### config.mk
export PLATFORM = sky130hd
export DESIGN_NAME = i3c_wrapper
export DESIGN_NICKNAME = d
export VERILOG_FILES = /design/src/logic/i3c_pkg.sv /design/src/logic/i3c_dat_mem.sv /design/src/logic/i3c_scl_timer.sv /design/src/logic/i3c_bit_shifter.sv /design/src/logic/i3c_ctrl_fsm.sv /design/src/logic/i3c_wrapper.sv
export VERILOG_INCLUDE_DIRS = /design/src /design/src/include
export SDC_FILE = /design/constraint.sdc
export NUM_CORES = 1
export LEC_CHECK = 0
export BUFFER_PORTS_ARGS = -buffer_cell sky130_fd_sc_hd__clkbuf_2
export CORE_ASPECT_RATIO = 0.8
export CORE_MARGIN = 4
export CORE_UTILIZATION = 50
export DETAILED_ROUTE_END_ITERATION = 12
export PLACE_DENSITY = 0.71
export SETUP_SLACK_MARGIN = 0.3
export SYNTH_ARGS = -nofsm -noshare
export SYNTH_HDL_FRONTEND = slang
export SYNTH_SLANG_ARGS = --single-unit
### constraint.sdc
create_clock -name clk_i -period 2.1 [get_ports clk_i]
set_clock_uncertainty 0.15 [all_clocks]
set_input_delay 0.315 -clock clk_i [delete_from_list [all_inputs] [get_ports clk_i]]
set_output_delay 0.315 -clock clk_i [all_outputs]
set_load 0.02 [all_outputs]
### src/include/i3c_settings.svh
// Build-time sizes and SCL timing for the I3C controller, included by the package and the timer
`ifndef I3C_SETTINGS_SVH
`define I3C_SETTINGS_SVH

// Number of device address table entries
`define I3C_DAT_DEPTH 16

// Host command word width
`define I3C_CMD_WIDTH 16

// System clock cycles per SCL half period
`define I3C_SCL_HALF_PERIOD 4

`endif

### src/logic/i3c_pkg.sv
// Shared command, DAT entry, memory port, frame and response types of the I3C controller
`include "i3c_settings.svh"

package i3c_pkg;

  // Index into the device address table
  typedef logic [$clog2(`I3C_DAT_DEPTH)-1:0] dat_idx_t;

  // Bits left over after opcode, index and one byte
  typedef logic [`I3C_CMD_WIDTH-$bits(dat_idx_t)-10:0] cmd_pad_t;

  typedef enum logic {
    DAT_WRITE  = 1'b0,
    PRIV_WRITE = 1'b1
  } opcode_e;

  typedef struct packed {
    logic       valid;
    logic [6:0] dyn_addr;
  } dat_entry_t;

  typedef struct packed {
    opcode_e    opcode;
    dat_idx_t   idx;
    dat_entry_t entry;
    cmd_pad_t   pad;
  } dat_write_cmd_t;

  typedef struct packed {
    opcode_e    opcode;
    dat_idx_t   idx;
    logic [7:0] data;
    cmd_pad_t   pad;
  } priv_write_cmd_t;

  // Opcode sits in the MSB of both views
  typedef union packed {
    dat_write_cmd_t  dat_wr;
    priv_write_cmd_t priv_wr;
  } cmd_u;

  typedef struct packed {
    logic       req;
    logic       write;
    dat_idx_t   addr;
    dat_entry_t wdata;
  } dat_mem_sink_t;

  typedef struct packed {
    dat_entry_t rdata;
  } dat_mem_src_t;

  typedef struct packed {
    logic [6:0] dyn_addr;
    logic [7:0] data;
  } frame_t;

  typedef enum logic [1:0] {
    STATUS_OK      = 2'd0,
    STATUS_NACK    = 2'd1,
    STATUS_INVALID = 2'd2
  } status_e;

  typedef struct packed {
    status_e  status;
    dat_idx_t idx;
  } rsp_t;

endpackage

### src/logic/i3c_dat_mem.sv
// Single-port device address table with a registered read, driven by the controller FSM
module i3c_dat_mem (
  input  logic                   clk_i,
  input  logic                   reset_i,
  input  i3c_pkg::dat_mem_sink_t mem_sink_i,
  output i3c_pkg::dat_mem_src_t  mem_src_o
);

  i3c_pkg::dat_entry_t mem_q [2**$bits(i3c_pkg::dat_idx_t)];
  i3c_pkg::dat_entry_t rdata_q;

  // Only the valid bits are cleared, addresses stay as they were
  always_ff @(posedge clk_i) begin
    if (reset_i) begin
      for (int i = 0; i < 2**$bits(i3c_pkg::dat_idx_t); i++) begin
        mem_q[i].valid <= 1'b0;
      end
    end else if (mem_sink_i.req && mem_sink_i.write) begin
      mem_q[mem_sink_i.addr] <= mem_sink_i.wdata;
    end
  end

  // Read data shows up the cycle after the request
  always_ff @(posedge clk_i) begin
    if (mem_sink_i.req && !mem_sink_i.write) begin
      rdata_q <= mem_q[mem_sink_i.addr];
    end
  end

  assign mem_src_o.rdata = rdata_q;

endmodule

### src/logic/i3c_scl_timer.sv
// Half-period tick source that paces the SCL/SDA bit shifter while a transfer runs
`include "i3c_settings.svh"

module i3c_scl_timer (
  input  logic clk_i,
  input  logic reset_i,
  input  logic enable_i,
  output logic tick_o
);

  localparam int unsigned cnt_width = $clog2(`I3C_SCL_HALF_PERIOD + 1);
  localparam logic [cnt_width-1:0] reload_val = cnt_width'(`I3C_SCL_HALF_PERIOD - 1);

  logic [cnt_width-1:0] count_q;

  // Tick on the cycle the counter reaches zero
  assign tick_o = enable_i && (count_q == '0);

  // Held at the reload value while disabled, so the first
  // tick comes a whole half period after enable rises
  always_ff @(posedge clk_i) begin
    if (reset_i) begin
      count_q <= reload_val;
    end else if (!enable_i) begin
      count_q <= reload_val;
    end else if (tick_o) begin
      count_q <= reload_val;
    end else begin
      count_q <= count_q - 1'b1;
    end
  end

endmodule

### src/logic/i3c_bit_shifter.sv
// Drives START, address, ACK slot, data with T bit and STOP onto SCL/SDA, stepped by timer ticks
module i3c_bit_shifter (
  input  logic            clk_i,
  input  logic            reset_i,
  input  logic            start_i,
  input  i3c_pkg::frame_t frame_i,
  input  logic            tick_i,
  input  logic            sda_i,
  output logic            done_o,
  output logic            nack_o,
  output logic            scl_o,
  output logic            sda_o,
  output logic            sel_od_pp_o
);

  typedef enum logic [2:0] {
    PH_IDLE,
    PH_START,
    PH_ADDR,
    PH_ACK,
    PH_DATA,
    PH_STOP
  } phase_e;

  phase_e      phase_q;
  logic        high_q;
  logic        settle_q;
  logic [3:0]  bit_cnt_q;
  logic [16:0] shift_q;
  logic        scl_q;
  logic        sda_q;
  logic        sel_q;
  logic        done_q;
  logic        nack_q;
  logic        sda_next;

  // SDA level for the low half just entered
  always_comb begin
    case (phase_q)
      PH_ADDR, PH_DATA: sda_next = shift_q[16];
      PH_STOP:          sda_next = 1'b0;
      default:          sda_next = 1'b1;
    endcase
  end

  // Address byte with write bit, then data byte and odd parity
  always_ff @(posedge clk_i) begin
    if (phase_q == PH_IDLE && start_i) begin
      shift_q <= {frame_i.dyn_addr, 1'b0, frame_i.data, ~^frame_i.data};
    end else if (tick_i && high_q && (phase_q == PH_ADDR || phase_q == PH_DATA)) begin
      shift_q <= {shift_q[15:0], 1'b0};
    end
  end

  always_ff @(posedge clk_i) begin
    if (reset_i) begin
      phase_q   <= PH_IDLE;
      high_q    <= 1'b0;
      settle_q  <= 1'b0;
      bit_cnt_q <= '0;
      scl_q     <= 1'b1;
      sda_q     <= 1'b1;
      sel_q     <= 1'b0;
      done_q    <= 1'b0;
      nack_q    <= 1'b0;
    end else begin
      done_q   <= 1'b0;
      settle_q <= 1'b0;
      // SDA and the drive mode move one cycle after SCL has fallen
      if (settle_q) begin
        sda_q <= sda_next;
        sel_q <= (phase_q == PH_DATA);
      end
      if (phase_q == PH_IDLE) begin
        if (start_i) begin
          phase_q <= PH_START;
          sda_q   <= 1'b0;
          nack_q  <= 1'b0;
        end
      end else if (tick_i) begin
        if (phase_q == PH_START) begin
          phase_q   <= PH_ADDR;
          bit_cnt_q <= '0;
          scl_q     <= 1'b0;
          high_q    <= 1'b0;
          settle_q  <= 1'b1;
        end else if (!high_q) begin
          scl_q  <= 1'b1;
          high_q <= 1'b1;
        end else if (phase_q == PH_STOP) begin
          // SDA rises with SCL high
          sda_q   <= 1'b1;
          high_q  <= 1'b0;
          phase_q <= PH_IDLE;
          done_q  <= 1'b1;
        end else begin
          scl_q     <= 1'b0;
          high_q    <= 1'b0;
          settle_q  <= 1'b1;
          bit_cnt_q <= bit_cnt_q + 4'd1;
          case (phase_q)
            PH_ADDR: begin
              if (bit_cnt_q == 4'd7) begin
                phase_q <= PH_ACK;
              end
            end
            PH_ACK: begin
              // Target holds SDA low to acknowledge
              nack_q    <= sda_i;
              bit_cnt_q <= '0;
              phase_q   <= sda_i ? PH_STOP : PH_DATA;
            end
            default: begin
              if (bit_cnt_q == 4'd8) begin
                phase_q <= PH_STOP;
              end
            end
          endcase
        end
      end
    end
  end

  assign scl_o       = scl_q;
  assign sda_o       = sda_q;
  assign sel_od_pp_o = sel_q;
  assign done_o      = done_q;
  assign nack_o      = nack_q;

endmodule

### src/logic/i3c_ctrl_fsm.sv
// Controller FSM that takes host commands, works the DAT, runs bus transfers and answers
module i3c_ctrl_fsm (
  input  logic                   clk_i,
  input  logic                   reset_i,
  input  logic                   cmd_valid_i,
  input  i3c_pkg::cmd_u          cmd_i,
  input  logic                   rsp_ready_i,
  input  i3c_pkg::dat_mem_src_t  mem_src_i,
  input  logic                   shift_done_i,
  input  logic                   shift_nack_i,
  output logic                   cmd_ready_o,
  output logic                   rsp_valid_o,
  output i3c_pkg::rsp_t          rsp_o,
  output i3c_pkg::dat_mem_sink_t mem_sink_o,
  output logic                   timer_en_o,
  output logic                   shift_start_o,
  output i3c_pkg::frame_t        frame_o
);

  typedef enum logic [2:0] {
    ST_IDLE,
    ST_DAT_ACCESS,
    ST_CHECK,
    ST_XFER,
    ST_RESP
  } state_e;

  state_e            state_q;
  i3c_pkg::cmd_u     cmd_q;
  i3c_pkg::status_e  status_q;
  logic              is_dat_write;
  logic              is_priv_write;

  // Opcode is in the same place in both views of the word
  assign is_dat_write  = (cmd_q.dat_wr.opcode == i3c_pkg::DAT_WRITE);
  assign is_priv_write = (cmd_q.priv_wr.opcode == i3c_pkg::PRIV_WRITE);

  assign cmd_ready_o = (state_q == ST_IDLE);
  assign rsp_valid_o = (state_q == ST_RESP);
  assign rsp_o.status = status_q;
  assign rsp_o.idx    = cmd_q.dat_wr.idx;

  // One DAT access per command, write or read
  always_comb begin
    mem_sink_o = '0;
    if (state_q == ST_DAT_ACCESS) begin
      mem_sink_o.req   = 1'b1;
      mem_sink_o.write = is_dat_write;
      mem_sink_o.addr  = cmd_q.dat_wr.idx;
      mem_sink_o.wdata = cmd_q.dat_wr.entry;
    end
  end

  // Entry read data is valid while in CHECK
  assign frame_o.dyn_addr = mem_src_i.rdata.dyn_addr;
  assign frame_o.data     = cmd_q.priv_wr.data;
  assign shift_start_o    = (state_q == ST_CHECK) && mem_src_i.rdata.valid;
  assign timer_en_o       = (state_q == ST_XFER);

  always_ff @(posedge clk_i) begin
    if (cmd_valid_i && cmd_ready_o) begin
      cmd_q <= cmd_i;
    end
  end

  always_ff @(posedge clk_i) begin
    if (reset_i) begin
      state_q  <= ST_IDLE;
      status_q <= i3c_pkg::STATUS_OK;
    end else begin
      case (state_q)
        ST_IDLE: begin
          if (cmd_valid_i) begin
            state_q <= ST_DAT_ACCESS;
          end
        end
        ST_DAT_ACCESS: begin
          if (is_priv_write) begin
            state_q <= ST_CHECK;
          end else begin
            status_q <= i3c_pkg::STATUS_OK;
            state_q  <= ST_RESP;
          end
        end
        ST_CHECK: begin
          if (mem_src_i.rdata.valid) begin
            state_q <= ST_XFER;
          end else begin
            status_q <= i3c_pkg::STATUS_INVALID;
            state_q  <= ST_RESP;
          end
        end
        ST_XFER: begin
          if (shift_done_i) begin
            status_q <= shift_nack_i ? i3c_pkg::STATUS_NACK : i3c_pkg::STATUS_OK;
            state_q  <= ST_RESP;
          end
        end
        ST_RESP: begin
          // Response holds until the host takes it
          if (rsp_ready_i) begin
            state_q <= ST_IDLE;
          end
        end
        default: state_q <= ST_IDLE;
      endcase
    end
  end

endmodule

### src/logic/i3c_wrapper.sv
// Top level of the I3C controller subsystem, joining FSM, SCL timer, bit shifter and DAT memory
module i3c_wrapper (
  input  logic          clk_i,
  input  logic          reset_i,
  input  logic          cmd_valid_i,
  input  i3c_pkg::cmd_u cmd_i,
  input  logic          rsp_ready_i,
  input  logic          sda_i,
  output logic          cmd_ready_o,
  output logic          rsp_valid_o,
  output i3c_pkg::rsp_t rsp_o,
  output logic          scl_o,
  output logic          sda_o,
  output logic          sel_od_pp_o
);

  // DAT memory port
  i3c_pkg::dat_mem_sink_t dat_mem_sink;
  i3c_pkg::dat_mem_src_t  dat_mem_src;

  logic            timer_en;
  logic            tick;
  logic            shift_start;
  logic            shift_done;
  logic            shift_nack;
  i3c_pkg::frame_t frame;

  i3c_ctrl_fsm ctrl_fsm (
    .clk_i,
    .reset_i,
    .cmd_valid_i,
    .cmd_i,
    .rsp_ready_i,
    .mem_src_i    (dat_mem_src),
    .shift_done_i (shift_done),
    .shift_nack_i (shift_nack),
    .cmd_ready_o,
    .rsp_valid_o,
    .rsp_o,
    .mem_sink_o   (dat_mem_sink),
    .timer_en_o   (timer_en),
    .shift_start_o(shift_start),
    .frame_o      (frame)
  );

  i3c_scl_timer scl_timer (
    .clk_i,
    .reset_i,
    .enable_i(timer_en),
    .tick_o  (tick)
  );

  i3c_bit_shifter bit_shifter (
    .clk_i,
    .reset_i,
    .start_i(shift_start),
    .frame_i(frame),
    .tick_i (tick),
    .sda_i,
    .done_o (shift_done),
    .nack_o (shift_nack),
    .scl_o,
    .sda_o,
    .sel_od_pp_o
  );

  i3c_dat_mem dat_memory (
    .clk_i,
    .reset_i,
    .mem_sink_i(dat_mem_sink),
    .mem_src_o (dat_mem_src)
  );

endmodule

==> flow_results.org <==
** Run status
- Result of the run :: finished with violations
- The final reports fail on negative setup slack.

** Pwr
- Register share of total power :: 0.506
- Pwr per Cell Area :: between 700 and 800 nW/um^2
- IR analysis of the VDD net gives a maximum drop of between 600 and 700 uV.
- The analysis attributes to net switching a power of 0.00205 W.
- Switching part of the total :: 0.248
- Relative contribution of combinational cells to total power :: 0.110
- Internal power comes to slightly above 0.006 W.
- Share of power burned in the clock network :: 0.384
- Leak :: ~3.8 nW

** Drt
- In the routed design, unresolved DRC markers number 0.
- Number of optimization iterations in the first detailed-route pass :: 5
- Remaining antenna violation count :: 0
- The final route contains roughly 5400 vias.
- For this block, the initial DRC count from the detailed router was 469.
- Total wire length :: 20400 um
- Average vias per placed instance :: 5.77
- Post-detailed-route wirelength per cell :: 21.8 um

** CTS
- TritonCTS built the clock tree.
- In this run the number of H-tree levels came out at 4.
- Clock Tree Buf Depth :: 2
- Clock-pin slew was measured on the worst setup and hold paths at around 0.08 ns.
- In this run the clock root is driven by a sky130_fd_sc_hd__clkbuf_16.
- Buffers inserted during clock tree synthesis total 17.
- Clock sink count :: roughly 190
- Clk Latency, worst-skew pair :: 0.44 ns

** Flow run
- Count of max-cap constraint violations :: 0

** Timing
- Final hold slack :: 0.0310 ns
- Transition time at the pin with the least slew margin :: 0.588 ns
- Final Hold Fails :: 0
- Final setup violation count :: 5
- Setup repair after global routing could not meet its margin everywhere.
- After layout, the worst setup slack is -0.108 ns.
- The worst pin sits at a relative slew slack of 0.608.
- Final period util :: 1.05
- Max-slew violations :: 0
- Final setup TNS :: -0.285 ns
- The worst path in the final design needs a cycle of 2.21 ns, including I/O delays and setup.
- Highest Clock Rate :: 453 MHz

** Yosys
- For this run, the leading register cell type out of synthesis is sky130_fd_sc_hd__edfxtp_1.
- Yosys attributes the largest share of cell area to sky130_fd_sc_hd__edfxtp_1 (63%), sky130_fd_sc_hd__dfxtp_1 (5.8%), sky130_fd_sc_hd__mux2i_1 (3.4%), sky130_fd_sc_hd__nor2_1 (3.0%), sky130_fd_sc_hd__a21oi_1 (2.9%).
- Number of warning messages in the yosys log :: 0
- Area leader, netlist :: sky130_fd_sc_hd__edfxtp_1
- The synthesized design contains approximately 190 register bits.
- Number of flops mapped to enable cells by yosys :: 165
- Share of async-settable or async-resettable flops after synthesis :: 0
- The share of synthesized area in the top cell type comes to 0.627.
- Post-synthesis instance area :: 7900 um^2
- Average cell area after synthesis :: approximately 14 um^2
- Post-synthesis net count :: 603
- Counting every instance in the synthesized netlist gives 578.
- Yosys mapped the design onto just over 60 distinct sky130hd cell types.
- Fraction of the yosys area taken by sequential cells :: 0.685

** Cells and area
- The number of antenna diodes in the final layout is 0.
- Fill cell instance count of the final layout :: 946
- # nets final :: 741
- Proportion of layout cells with a drive suffix above 1 :: 0.427
- Compared with the post-synthesis result, the final layout area differs by 35.9%.
- The top cell types in the final layout, fill and taps aside, are sky130_fd_sc_hd__edfxtp_1 (165), sky130_fd_sc_hd__buf_4 (57), sky130_fd_sc_hd__buf_6 (41).
- Most common library cell in the layout ignoring fill and taps :: sky130_fd_sc_hd__edfxtp_1
- The count of cells in the finished layout, fillers not included, comes to between 900 and 1000.
- Non-Filler Cell Area, Final :: 10700 um^2

** Placed design
- Global placement routability congestion :: 0.897
- Summing all placed instances gives a cell area of around 9000 um^2.
- The number of placed instances, taps included, is between 800 and 900.
- The count of buffers added on input and output ports is 28.
- Half-perimeter wire length of the detailed placement result :: about 12000 um

** Floorplanning
- Total I/O pin count :: 32
- The floorplan step defined a die boundary enclosing around 18000 um^2.
- The die is around 120 um tall.
- Initial Utilization :: 0.518
- From left edge to right edge, the die measures 149 um.
- Floorplan Core Area :: approximately 15000 um^2
- Row generation in the floorplan step produced 40 rows.

** Critical path
- Top fanout value on the critical path :: 8
- STA classifies the critical path endpoint as a flop.
- For the worst setup path, the data arrival time is about 2.3 ns.
- At the worst endpoint, the required time is roughly 2.2 ns.
- Critical setup path kind :: flop to flop
- Category of the worst setup path launch point :: flop

** GRT
- The number of global-route vias before repair was 5268.
- Overall Global Routing Usage :: 0.218
- The initial antenna violation count is 0.
- Wire length of the first global-routing pass :: 29400 um
- Largest net degree at the start of global routing :: 39
- Total congestion overflow after global routing :: 0

** Hold path
- The path class of the tightest hold or removal check is input pin to flop.
## through the flow
stage | utilization | power, W | worst slack, ns
2_1_floorplan | - | 0.00468 | -0.0755
3_3_place_gp | 0.586 | 0.00490 | -0.0858
3_5_place_dp | 0.586 | 0.00492 | -0.125
4_1_cts | 0.655 | 0.00815 | -0.00733
5_1_grt | 0.703 | 0.00855 | -0.104
6_report | 0.703 | 0.00828 | -0.108
## cell type report
type / instances / area [um^2] / share of cell area
multi-input combinational: 346 / 3000 / 0.280
inverter: 10 / 37.5 / 0.00350
tap: 210 / 263 / 0.0245
clock buffer: 17 / 425 / 0.0396
clock inverter: 15 / 151 / 0.0141
sequential: 188 / 5430 / 0.506
timing repair buffer: 153 / 1420 / 0.133
## path summary, 6_finish.rpt
path	slack (ns)	from	cells past startpoint	end
setup / recovery	-0.11	ctrl_fsm.cmd_q[11]	6	dat_memory.mem_src_o[2]
hold / removal	0.03	rsp_ready_i	4	ctrl_fsm.state_q[2]
setup reg to reg	-0.11	ctrl_fsm.cmd_q[11]	6	dat_memory.mem_src_o[2]
hold reg to reg	0.26	scl_timer.count_q[0]	1	scl_timer.count_q[0]
## worst max-delay path: stages (launching register included)
cell and delay, ns:
sky130_fd_sc_hd__edfxtp_1 0.45, sky130_fd_sc_hd__and4bb_2 0.31, sky130_fd_sc_hd__and2b_4 0.24, sky130_fd_sc_hd__buf_4 0.16, sky130_fd_sc_hd__a22oi_1 0.20, sky130_fd_sc_hd__a21oi_1 0.15, sky130_fd_sc_hd__a211o_1 0.31
## routing by layer
layer / up-vias / wire [um] / GRT usage / share of wire
met5: - / 0 / 0 / 0
met4: 0 / 357 / 0.0739 / 0.017
met3: 26 / 1460 / 0.0540 / 0.071
met2: 216 / 9780 / 0.323 / 0.48
met1: 2700 / 8850 / 0.317 / 0.43
li1: 2476 / - / - / -
## timing repair
| item | 4_1_cts | 5_1_grt |
|---|---|---|
| endpoints found under the setup margin | 193 | 231 |
| hold buffers | 13 | 0 |
| hold endpoints to repair | 13 | 0 |
| buffers inserted | 13 | 24 |
| gates resized for setup | 56 | 139 |
| cloned | 2 | 2 |
| pin swaps | 5 | 42 |
## cells by family after synthesis
logic type | after synthesis | share of synthesized area
buffers and inverters | 46 | 0.0314
and+or+nand+nor | 167 | 0.112
adders and majority gates | 4 | 0.00633
AOI/OAI and AO/OA | 134 | 0.115
muxes | 30 | 0.0399
xor gates and xnor gates | 9 | 0.00998
DFF | 188 | 0.685
## synthesized netlist by cell type, drive strengths merged, types with 4 or more instances
cell / instances
a221oi: 8
nor2: 63
a22o: 15
dfxtp: 23
clkbuf: 10
or2: 19
a22oi: 21
and2: 12
buf: 26
a21oi: 47
o21ai: 15
nor2b: 7
ha: 4
inv: 10
mux2i: 27
nand3: 14
nand2: 17
edfxtp: 165
xnor2: 8
nand3b: 5
a211oi: 5
nor3: 8
a211o: 4
nand2b: 5
## power by group through the flow
stage,clock (W),combinational (W),sequential [W]
after floorplan,0,0.000428,0.00425
after global placement,0,0.000639,0.00426
after detailed placement,0,0.000654,0.00427
after CTS,0.00321,0.000749,0.00418
after global routing,0.00339,0.000967,0.00419
final,0.00318,0.000912,0.00419
## flip-flops by register name, summed over array words and instances, names as in the netlist, 2 cells and up, named ones only
name and cells:
bit_shifter.bit_cnt_q 4, bit_shifter.phase_q 2, bit_shifter.shift_q 17, ctrl_fsm.cmd_q 13, ctrl_fsm.state_q 3, ctrl_fsm.status_q 2, dat_memory.mem_q 128, dat_memory.mem_src_o 8
scl_timer.count_q 3
No activity file was read; power rests on OpenSTA's default activity.
